--- src/common/cf_pkg.sv ---
// ----------------------------------------
// Control-flow package
// Word type, instruction views and the RV32I encodings used by the decoder
// ----------------------------------------
`default_nettype none

package cf_pkg;

    typedef logic [31:0] word_t;   // Data or address word

    // One instruction word seen in the formats the control-flow path decodes
    typedef union packed {
        word_t raw;
        struct packed {
            logic [11:0] imm11_0;
            logic [4:0]  rs1;
            logic [2:0]  funct3;
            logic [4:0]  rd;
            logic [6:0]  opcode;
        } i_fmt;
        struct packed {
            logic        imm12;
            logic [5:0]  imm10_5;
            logic [4:0]  rs2;
            logic [4:0]  rs1;
            logic [2:0]  funct3;
            logic [3:0]  imm4_1;
            logic        imm11;
            logic [6:0]  opcode;
        } b_fmt;
        struct packed {
            logic        imm20;
            logic [9:0]  imm10_1;
            logic        imm11;
            logic [7:0]  imm19_12;
            logic [4:0]  rd;
            logic [6:0]  opcode;
        } j_fmt;
    } instr_word_u;

    localparam logic [6:0] OPC_JAL    = 7'b110_1111;
    localparam logic [6:0] OPC_JALR   = 7'b110_0111;
    localparam logic [6:0] OPC_BRANCH = 7'b110_0011;
    localparam logic [6:0] OPC_SYSTEM = 7'b111_0011;

    localparam logic [2:0] F3_BEQ  = 3'b000;
    localparam logic [2:0] F3_BNE  = 3'b001;
    localparam logic [2:0] F3_BLT  = 3'b100;
    localparam logic [2:0] F3_BGE  = 3'b101;
    localparam logic [2:0] F3_BLTU = 3'b110;
    localparam logic [2:0] F3_BGEU = 3'b111;

    localparam word_t INSTR_ECALL = 32'h0000_0073;
    localparam word_t INSTR_MRET  = 32'h3020_0073;

endpackage

`default_nettype wire
--- src/verilog/control_flow_top.sv ---
// ----------------------------------------
// Control-flow top level
// Decoder feeding the PC sequencer
// ----------------------------------------
`timescale 1ns/1ps
`default_nettype none

module control_flow_top #(
    parameter cf_pkg::word_t RESET_ADDRESS = 32'h0000_0100,
    parameter cf_pkg::word_t IRQ_ADDRESS   = 32'h0000_0040,
    parameter cf_pkg::word_t TRAP_ADDRESS  = 32'h0000_0080
) (
    input  bit                  clk,
    input  bit                  reset,
    input  bit                  enable,
    input  bit                  irq,
    input  cf_pkg::instr_word_u instr,
    input  cf_pkg::word_t       xs1,
    input  cf_pkg::word_t       xs2,
    output cf_pkg::word_t       pc,
    output cf_pkg::word_t       pc_next
);

    import cf_pkg::*;

    bit         is_jump;
    bit         is_jalr;
    bit         is_branch;
    bit         is_trap;
    bit         is_mret;
    logic [2:0] funct3;
    word_t      imm;

    instr_decoder instr_decoder_i (
        .instr     (instr),
        .is_jump   (is_jump),
        .is_jalr   (is_jalr),
        .is_branch (is_branch),
        .is_trap   (is_trap),
        .is_mret   (is_mret),
        .funct3    (funct3),
        .imm       (imm)
    );

    pc_sequencer #(
        .RESET_ADDRESS (RESET_ADDRESS),
        .IRQ_ADDRESS   (IRQ_ADDRESS),
        .TRAP_ADDRESS  (TRAP_ADDRESS)
    ) pc_sequencer_i (
        .clk       (clk),
        .reset     (reset),
        .enable    (enable),
        .irq       (irq),
        .is_jump   (is_jump),
        .is_jalr   (is_jalr),
        .is_branch (is_branch),
        .is_trap   (is_trap),
        .is_mret   (is_mret),
        .funct3    (funct3),
        .imm       (imm),
        .xs1       (xs1),
        .xs2       (xs2),
        .pc        (pc),
        .pc_next   (pc_next)
    );

endmodule

`default_nettype wire

--- src/verilog/pc_sequencer.sv ---
// ----------------------------------------
// PC sequencer
// PC register, increment and target adders
// ----------------------------------------
`timescale 1ns/1ps
`default_nettype none

module pc_sequencer #(
    parameter cf_pkg::word_t RESET_ADDRESS = 32'h0,
    parameter cf_pkg::word_t IRQ_ADDRESS   = 32'h0,
    parameter cf_pkg::word_t TRAP_ADDRESS  = 32'h0
) (
    input  bit            clk,
    input  bit            reset,
    input  bit            enable,
    input  bit            irq,
    input  bit            is_jump,
    input  bit            is_jalr,
    input  bit            is_branch,
    input  bit            is_trap,
    input  bit            is_mret,
    input  logic [2:0]    funct3,
    input  cf_pkg::word_t imm,
    input  cf_pkg::word_t xs1,
    input  cf_pkg::word_t xs2,
    output cf_pkg::word_t pc,
    output cf_pkg::word_t pc_next
);

    import cf_pkg::*;

    word_t pc_reg;
    word_t pc_incr;
    word_t target_base;
    word_t address;

    assign pc_incr     = pc_reg + 32'd4;
    assign target_base = is_jalr ? xs1 : pc_reg;   // jalr is register relative
    assign address     = target_base + imm;

    branch_unit #(
        .IRQ_ADDRESS  (IRQ_ADDRESS),
        .TRAP_ADDRESS (TRAP_ADDRESS)
    ) branch_unit_i (
        .clk       (clk),
        .reset     (reset),
        .enable    (enable),
        .irq       (irq),
        .is_jump   (is_jump),
        .is_branch (is_branch),
        .is_trap   (is_trap),
        .is_mret   (is_mret),
        .funct3    (funct3),
        .xs1       (xs1),
        .xs2       (xs2),
        .address   (address),
        .pc_incr   (pc_incr),
        .pc_next   (pc_next)
    );

    always_ff @(posedge clk) begin
        if (reset) begin
            pc_reg <= RESET_ADDRESS;
        end else if (enable) begin
            pc_reg <= pc_next;
        end
    end

    assign pc = pc_reg;

endmodule

`default_nettype wire

--- src/verilog/instr_decoder.sv ---
// ----------------------------------------
// Instruction decoder
// Control flags, branch function and sign-extended immediate
// ----------------------------------------
`timescale 1ns/1ps
`default_nettype none

module instr_decoder (
    input  cf_pkg::instr_word_u instr,
    output bit                  is_jump,
    output bit                  is_jalr,
    output bit                  is_branch,
    output bit                  is_trap,
    output bit                  is_mret,
    output logic [2:0]          funct3,
    output cf_pkg::word_t       imm
);

    import cf_pkg::*;

    logic [6:0] opcode;
    bit         is_system;
    bit         is_jal;

    assign opcode = instr.raw[6:0];

    assign is_jal    = (opcode == OPC_JAL);
    assign is_jalr   = (opcode == OPC_JALR);
    assign is_branch = (opcode == OPC_BRANCH);
    assign is_jump   = is_jal || is_jalr;   // Both jump forms are unconditional

    // System instructions only count with their full encoding
    assign is_system = (opcode == OPC_SYSTEM);
    assign is_trap   = is_system && (instr.raw[31:7] == INSTR_ECALL[31:7]);
    assign is_mret   = is_system && (instr.raw[31:7] == INSTR_MRET[31:7]);

    assign funct3 = instr.b_fmt.funct3;   // Same bit position in every format

    // Immediate comes from the view that matches the opcode
    always_comb begin
        imm = '0;
        case (opcode)
            OPC_JALR: begin
                imm = {{20{instr.i_fmt.imm11_0[11]}}, instr.i_fmt.imm11_0};
            end
            OPC_BRANCH: begin
                imm = {{19{instr.b_fmt.imm12}},
                       instr.b_fmt.imm12,
                       instr.b_fmt.imm11,
                       instr.b_fmt.imm10_5,
                       instr.b_fmt.imm4_1,
                       1'b0};               // Branch offsets are in halfwords
            end
            OPC_JAL: begin
                imm = {{11{instr.j_fmt.imm20}},
                       instr.j_fmt.imm20,
                       instr.j_fmt.imm19_12,
                       instr.j_fmt.imm11,
                       instr.j_fmt.imm10_1,
                       1'b0};
            end
            default: begin
                imm = '0;                   // No target for other opcodes
            end
        endcase
    end

endmodule

`default_nettype wire

--- src/branch_unit/branch_unit.sv ---
// ----------------------------------------
// Branch unit
// Next-PC selection with IRQ, ecall and mret handling
// ----------------------------------------
`timescale 1ns/1ps
`default_nettype none

module branch_unit #(
    parameter cf_pkg::word_t IRQ_ADDRESS  = 32'h0,
    parameter cf_pkg::word_t TRAP_ADDRESS = 32'h0
) (
    input  bit            clk,
    input  bit            reset,
    input  bit            enable,
    input  bit            irq,
    input  bit            is_jump,
    input  bit            is_branch,
    input  bit            is_trap,
    input  bit            is_mret,
    input  logic [2:0]    funct3,
    input  cf_pkg::word_t xs1,
    input  cf_pkg::word_t xs2,
    input  cf_pkg::word_t address,
    input  cf_pkg::word_t pc_incr,
    output cf_pkg::word_t pc_next
);

    import cf_pkg::*;

    bit    taken;
    bit    accept_irq;
    bit    except_state;   // Set while an interrupt is being serviced
    word_t pc_target;      // Where execution goes without IRQ or trap
    word_t saved_pc;       // Return address for mret

    comparator comparator_i (
        .funct3 (funct3),
        .a      (xs1),
        .b      (xs2),
        .taken  (taken)
    );

    // Jump and branch targets are forced to a word boundary
    always_comb begin
        if (is_mret) begin
            pc_target = saved_pc;
        end else if (is_jump || (is_branch && taken)) begin
            pc_target = {address[31:2], 2'b00};
        end else begin
            pc_target = pc_incr;
        end
    end

    assign accept_irq = irq && !except_state;   // No nesting

    always_ff @(posedge clk) begin
        if (reset) begin
            except_state <= 1'b0;
        end else if (enable) begin
            if (is_mret) begin
                except_state <= 1'b0;
            end else if (irq) begin
                except_state <= 1'b1;
            end
        end
    end

    // Return address is the target the interrupted or trapping cycle would take
    always_ff @(posedge clk) begin
        if (reset) begin
            saved_pc <= '0;
        end else if (enable && (accept_irq || is_trap)) begin
            saved_pc <= pc_target;
        end
    end

    always_comb begin
        if (accept_irq) begin
            pc_next = IRQ_ADDRESS;
        end else if (is_trap) begin
            pc_next = TRAP_ADDRESS;
        end else begin
            pc_next = pc_target;
        end
    end

endmodule

`default_nettype wire

--- src/branch_unit/comparator.sv ---
// ----------------------------------------
// Branch comparator
// Evaluates the six RV32I branch conditions
// ----------------------------------------
`timescale 1ns/1ps
`default_nettype none

module comparator (
    input  logic [2:0]    funct3,
    input  cf_pkg::word_t a,
    input  cf_pkg::word_t b,
    output bit            taken
);

    import cf_pkg::*;

    bit equal;
    bit less_signed;
    bit less_unsigned;

    assign equal         = (a == b);
    assign less_signed   = ($signed(a) < $signed(b));
    assign less_unsigned = (a < b);

    always_comb begin
        case (funct3)
            F3_BEQ:  taken = equal;
            F3_BNE:  taken = !equal;
            F3_BLT:  taken = less_signed;
            F3_BGE:  taken = !less_signed;
            F3_BLTU: taken = less_unsigned;
            F3_BGEU: taken = !less_unsigned;
            default: taken = 1'b0;          // Reserved encodings never branch
        endcase
    end

endmodule

`default_nettype wire

--- config.mk ---
export PLATFORM = sky130hd
export DESIGN_NAME = control_flow_top
export DESIGN_NICKNAME = d
export VERILOG_FILES = /design/src/common/cf_pkg.sv /design/src/verilog/control_flow_top.sv /design/src/verilog/pc_sequencer.sv /design/src/verilog/instr_decoder.sv /design/src/branch_unit/branch_unit.sv /design/src/branch_unit/comparator.sv
export SDC_FILE = /design/constraint.sdc
export NUM_CORES = 1
export LEC_CHECK = 0
export BUFFER_PORTS_ARGS = -buffer_cell sky130_fd_sc_hd__buf_4
export CORE_MARGIN = 8
export CORE_UTILIZATION = 45
export CTS_CLUSTER_SIZE = 8
export DETAILED_ROUTE_END_ITERATION = 6
export PLACE_DENSITY = 0.72
export SYNTH_ARGS = -nofsm -noshare
export SYNTH_HDL_FRONTEND = slang
export SYNTH_SLANG_ARGS = --single-unit
export TNS_END_PERCENT = 100
--- constraint.sdc ---
create_clock -name clk -period 9.88 [get_ports clk]
set_clock_uncertainty 0.05 [all_clocks]
set_input_delay 2.964 -clock clk [delete_from_list [all_inputs] [get_ports clk]]
set_output_delay 2.964 -clock clk [all_outputs]
set_load 0.02 [all_outputs]
==> metrics <==
flip-flop and latch count after synthesis=65; DR vias=7,921; wire length of the first global-routing pass=39.1 mm; path type of the worst setup path=in -> out; floorplan row count=45; maximum fanout encountered on the critical timing path=6; period utilization=101%; Layout Cells excl Fill=1,321; transition time at the pin with the least slew margin=1.10 ns; min Tclk post-route=9.94 ns; register area share after synthesis=18.9%; Setup WS pre-CTS=-0.0410 ns; commonest non-fill, non-tap cell in the layout=sky130_fd_sc_hd__buf_4; Lkg Pwr=4.30 nW; I/O Buffers=163; crit path capture=pc_next[29]; final net count=1,287; RSZ-0062 raised after global routing=yes; clock latency at the later pin of the worst-skew pair=0.33 ns; I/O pins=164; hold-fix buffers at CTS=0; via count of the first global-routing pass=7,707; Final Util=61.2%; area added between synthesis and finish=34.2%; Mean Syn Cell Area=7.40 sq um; Die Height=140 um; clock slew at reported path FFs=0.05 ns; Design Area, Final=9230 sq um; total DRC errors in the routed layout=0; register-to-register path setup slack=6.12 ns; Synth Net Count=1,089; hpwl dp=19.6 mm; number of distinct library cells after synthesis=76; clock tree from TritonCTS=yes; starting utilization of the core area=45.6%; worst path setup slack after routing=-0.0593 ns; arrival time worst endpoint=6.93 ns; peak supply drop=0.107 mV; Post-Syn Area=6880 sq um; floorplan die area=19,500 sq um; data required time at the worst endpoint=6.87 ns; Max Root-Sink Buffers=2; length of the first detailed-routing pass in iterations=5; violated checks=setup timing; final-report setup violation count=1; # clock sinks=65; total wire length after detailed routing=25.2 mm; H-tree lvl count=3; number of design-rule violations left by the first detailed-router iteration=660; outcome=complete, but fails checks; Overall Global Routing Usage=24.6%; CP Capture Type=primary output; count of inserted antenna diode cells=0; Worst Setup SP=instr[4]; most used cells in the layout excluding fill and tap cells=220 x sky130_fd_sc_hd__buf_4, 92 x sky130_fd_sc_hd__nor2_1, 90 x sky130_fd_sc_hd__nand2_1; power density relative to cell area=80.0 nW/um^2; Final Slew Violations=0; Final Wtd Congestion=0.941; initial antenna violation count=0; placed instance count=1,291; Reg-to-Reg End=pc_sequencer_i.pc[29]; count of flip-flops with a built-in enable after synthesis=0; async set or reset register ratio after synthesis=0%; max capacitance violation total=0; normalized max-slew margin=26.1%; CTS buffer count=9; DR WL/cell=19.1 um; fraction of layout instances using a drive strength above 1=27.7%; synth warn=0; cell count after synthesis=930; vias per cell=6.00; cell area after placement=8580 sq um; Worst Setup Start Kind=input pin; count of nets left with antenna violations after detail routing=0; dominant register cell in the synthesized netlist=sky130_fd_sc_hd__dfxtp_1; core footprint=15,100 sq um; clock root cell=sky130_fd_sc_hd__clkbuf_16; pin count of the biggest net entering global routing=43; grt total ovfl=0; Worst Reg-to-Reg Cells=13; Max Clock Freq=0.101 GHz; width of the die=140 um; path category of the worst min-delay check=reg -> reg; Crit Reg-Reg Startpoint=pc_sequencer_i.pc[6]; final number of hold-violating endpoints=0
-- critical path, cell delays in order --
cell and delay [ns]:
sky130_fd_sc_hd__buf_6 0.09, sky130_fd_sc_hd__nand4b_4 0.17, sky130_fd_sc_hd__nor2_4 0.21, sky130_fd_sc_hd__clkbuf_16 0.19, sky130_fd_sc_hd__mux2_2 0.35, sky130_fd_sc_hd__ha_4 0.23
sky130_fd_sc_hd__a21oi_2 0.16, sky130_fd_sc_hd__o21ai_1 0.11, sky130_fd_sc_hd__buf_4 0.14, sky130_fd_sc_hd__buf_4 0.12, sky130_fd_sc_hd__a41o_1 0.23, sky130_fd_sc_hd__a41o_4 0.31
sky130_fd_sc_hd__a2111oi_4 0.48, sky130_fd_sc_hd__buf_4 0.21, sky130_fd_sc_hd__a21oi_4 0.05, sky130_fd_sc_hd__a311oi_2 0.26, sky130_fd_sc_hd__buf_4 0.18, sky130_fd_sc_hd__mux2i_2 0.24
sky130_fd_sc_hd__nor3_2 0.05, sky130_fd_sc_hd__buf_4 0.16
-- synthesized netlist by cell type (4+ instances only) --
cell	instances	area, sq um
sky130_fd_sc_hd__a21oi_1	75	375
sky130_fd_sc_hd__buf_2	6	30.0
sky130_fd_sc_hd__mux2_2	24	270
sky130_fd_sc_hd__a311oi_1	5	43.8
sky130_fd_sc_hd__a211oi_1	22	165
sky130_fd_sc_hd__or3_1	7	43.8
sky130_fd_sc_hd__ha_1	59	738
sky130_fd_sc_hd__xor2_1	22	193
sky130_fd_sc_hd__o21ai_1	5	25.0
sky130_fd_sc_hd__inv_1	46	173
sky130_fd_sc_hd__nand2_1	91	342
sky130_fd_sc_hd__nand3_1	39	195
sky130_fd_sc_hd__nor3_1	30	150
sky130_fd_sc_hd__nor4_1	8	50.1
sky130_fd_sc_hd__a32oi_1	4	35.0
sky130_fd_sc_hd__o221ai_1	4	35.0
sky130_fd_sc_hd__xnor2_1	32	280
sky130_fd_sc_hd__o211ai_1	6	45.0
sky130_fd_sc_hd__and3_1	18	113
sky130_fd_sc_hd__clkbuf_1	30	113
sky130_fd_sc_hd__a22o_1	11	96.3
sky130_fd_sc_hd__o21ai_0	47	235
sky130_fd_sc_hd__o31ai_1	12	90.1
sky130_fd_sc_hd__nand4_1	20	125
sky130_fd_sc_hd__a21o_1	20	150
sky130_fd_sc_hd__nand2b_1	4	25.0
sky130_fd_sc_hd__dfxtp_1	65	1300
sky130_fd_sc_hd__nor2_1	93	349
sky130_fd_sc_hd__or4_1	10	75.1
sky130_fd_sc_hd__a31o_2	4	35.0
sky130_fd_sc_hd__mux2i_1	13	130
sky130_fd_sc_hd__a31oi_1	11	68.8
sky130_fd_sc_hd__and2_1	20	125
sky130_fd_sc_hd__nor2b_1	4	25.0
-- where the power goes --
group	internal [mW]	switching [mW]
clock network	0.201	0.111
logic	0.0696	0.0817
registers	0.269	0.00618
-- worst min path at each step --
stage | start | to | slack [ns] | cells past startpoint
floorplan | pc_sequencer_i.branch_unit_i.saved_pc[0] | pc_sequencer_i.branch_unit_i.saved_pc[0] | 0.38 | 2
global placement | pc_sequencer_i.branch_unit_i.saved_pc[13] | pc_sequencer_i.branch_unit_i.saved_pc[13] | 0.39 | 2
detailed placement | pc_sequencer_i.branch_unit_i.saved_pc[13] | pc_sequencer_i.branch_unit_i.saved_pc[13] | 0.40 | 2
CTS | pc_sequencer_i.branch_unit_i.saved_pc[13] | pc_sequencer_i.branch_unit_i.saved_pc[13] | 0.40 | 2
global route | pc_sequencer_i.branch_unit_i.saved_pc[13] | pc_sequencer_i.branch_unit_i.saved_pc[13] | 0.42 | 2
finish | pc_sequencer_i.branch_unit_i.saved_pc[1] | pc_sequencer_i.branch_unit_i.saved_pc[1] | 0.41 | 2
-- what timing repair did --
action | 4_1_cts | 5_1_grt
setup buffers | 0 | 13
pin swaps | 0 | 22
resized for setup | 2 | 43
cloned | 0 | 1
setup endpoints to repair | 2 | 11
-- final cells by class --
cell class,instances,area [sq um]
sequential,65,1300
inverter,46,173
timing repair buffer,227,1770
clock inverter,3,40.0
fill,1382,5860
multi-input combinational,779,5460
clock buffer,13,250
tap,188,235
-- logic make-up (layout without fill, tap and decap cells) --
group,after synthesis,in the layout,share of synthesized area [%]
DFF,65,65,18.9
and+or+nand+nor,366,366,26.8
AOI/OAI and AO/OA,261,261,25.4
adders and majority gates,61,61,11.0
muxes,37,37,5.82
xor gates and xnor gates,54,54,6.88
buffers and inverters,86,289,5.13
-- routing by layer --
| metal | vias up | GRT usage [%] | wire length (um) |
|---|---|---|---|
| li1 | 3831 | - | - |
| met1 | 3668 | 28.7 | 10000 |
| met2 | 354 | 42.1 | 12100 |
| met3 | 68 | 5.71 | 2100 |
| met4 | 0 | 11.1 | 902 |
| met5 | - | 0 | 0 |
-- through the flow --
stage / setup TNS, ns / hold slack [ns] / power, mW
final: -0.0593 / 0.405 / 0.739
after global routing: -0.682 / 0.422 / 0.768
after CTS: -0.0263 / 0.402 / 0.734
after detailed placement: -0.0594 / 0.396 / 0.425
after global placement: -0.0127 / 0.391 / 0.422
after floorplan: 0 / 0.382 / 0.352
No activity file was read; power rests on OpenSTA's default activity.
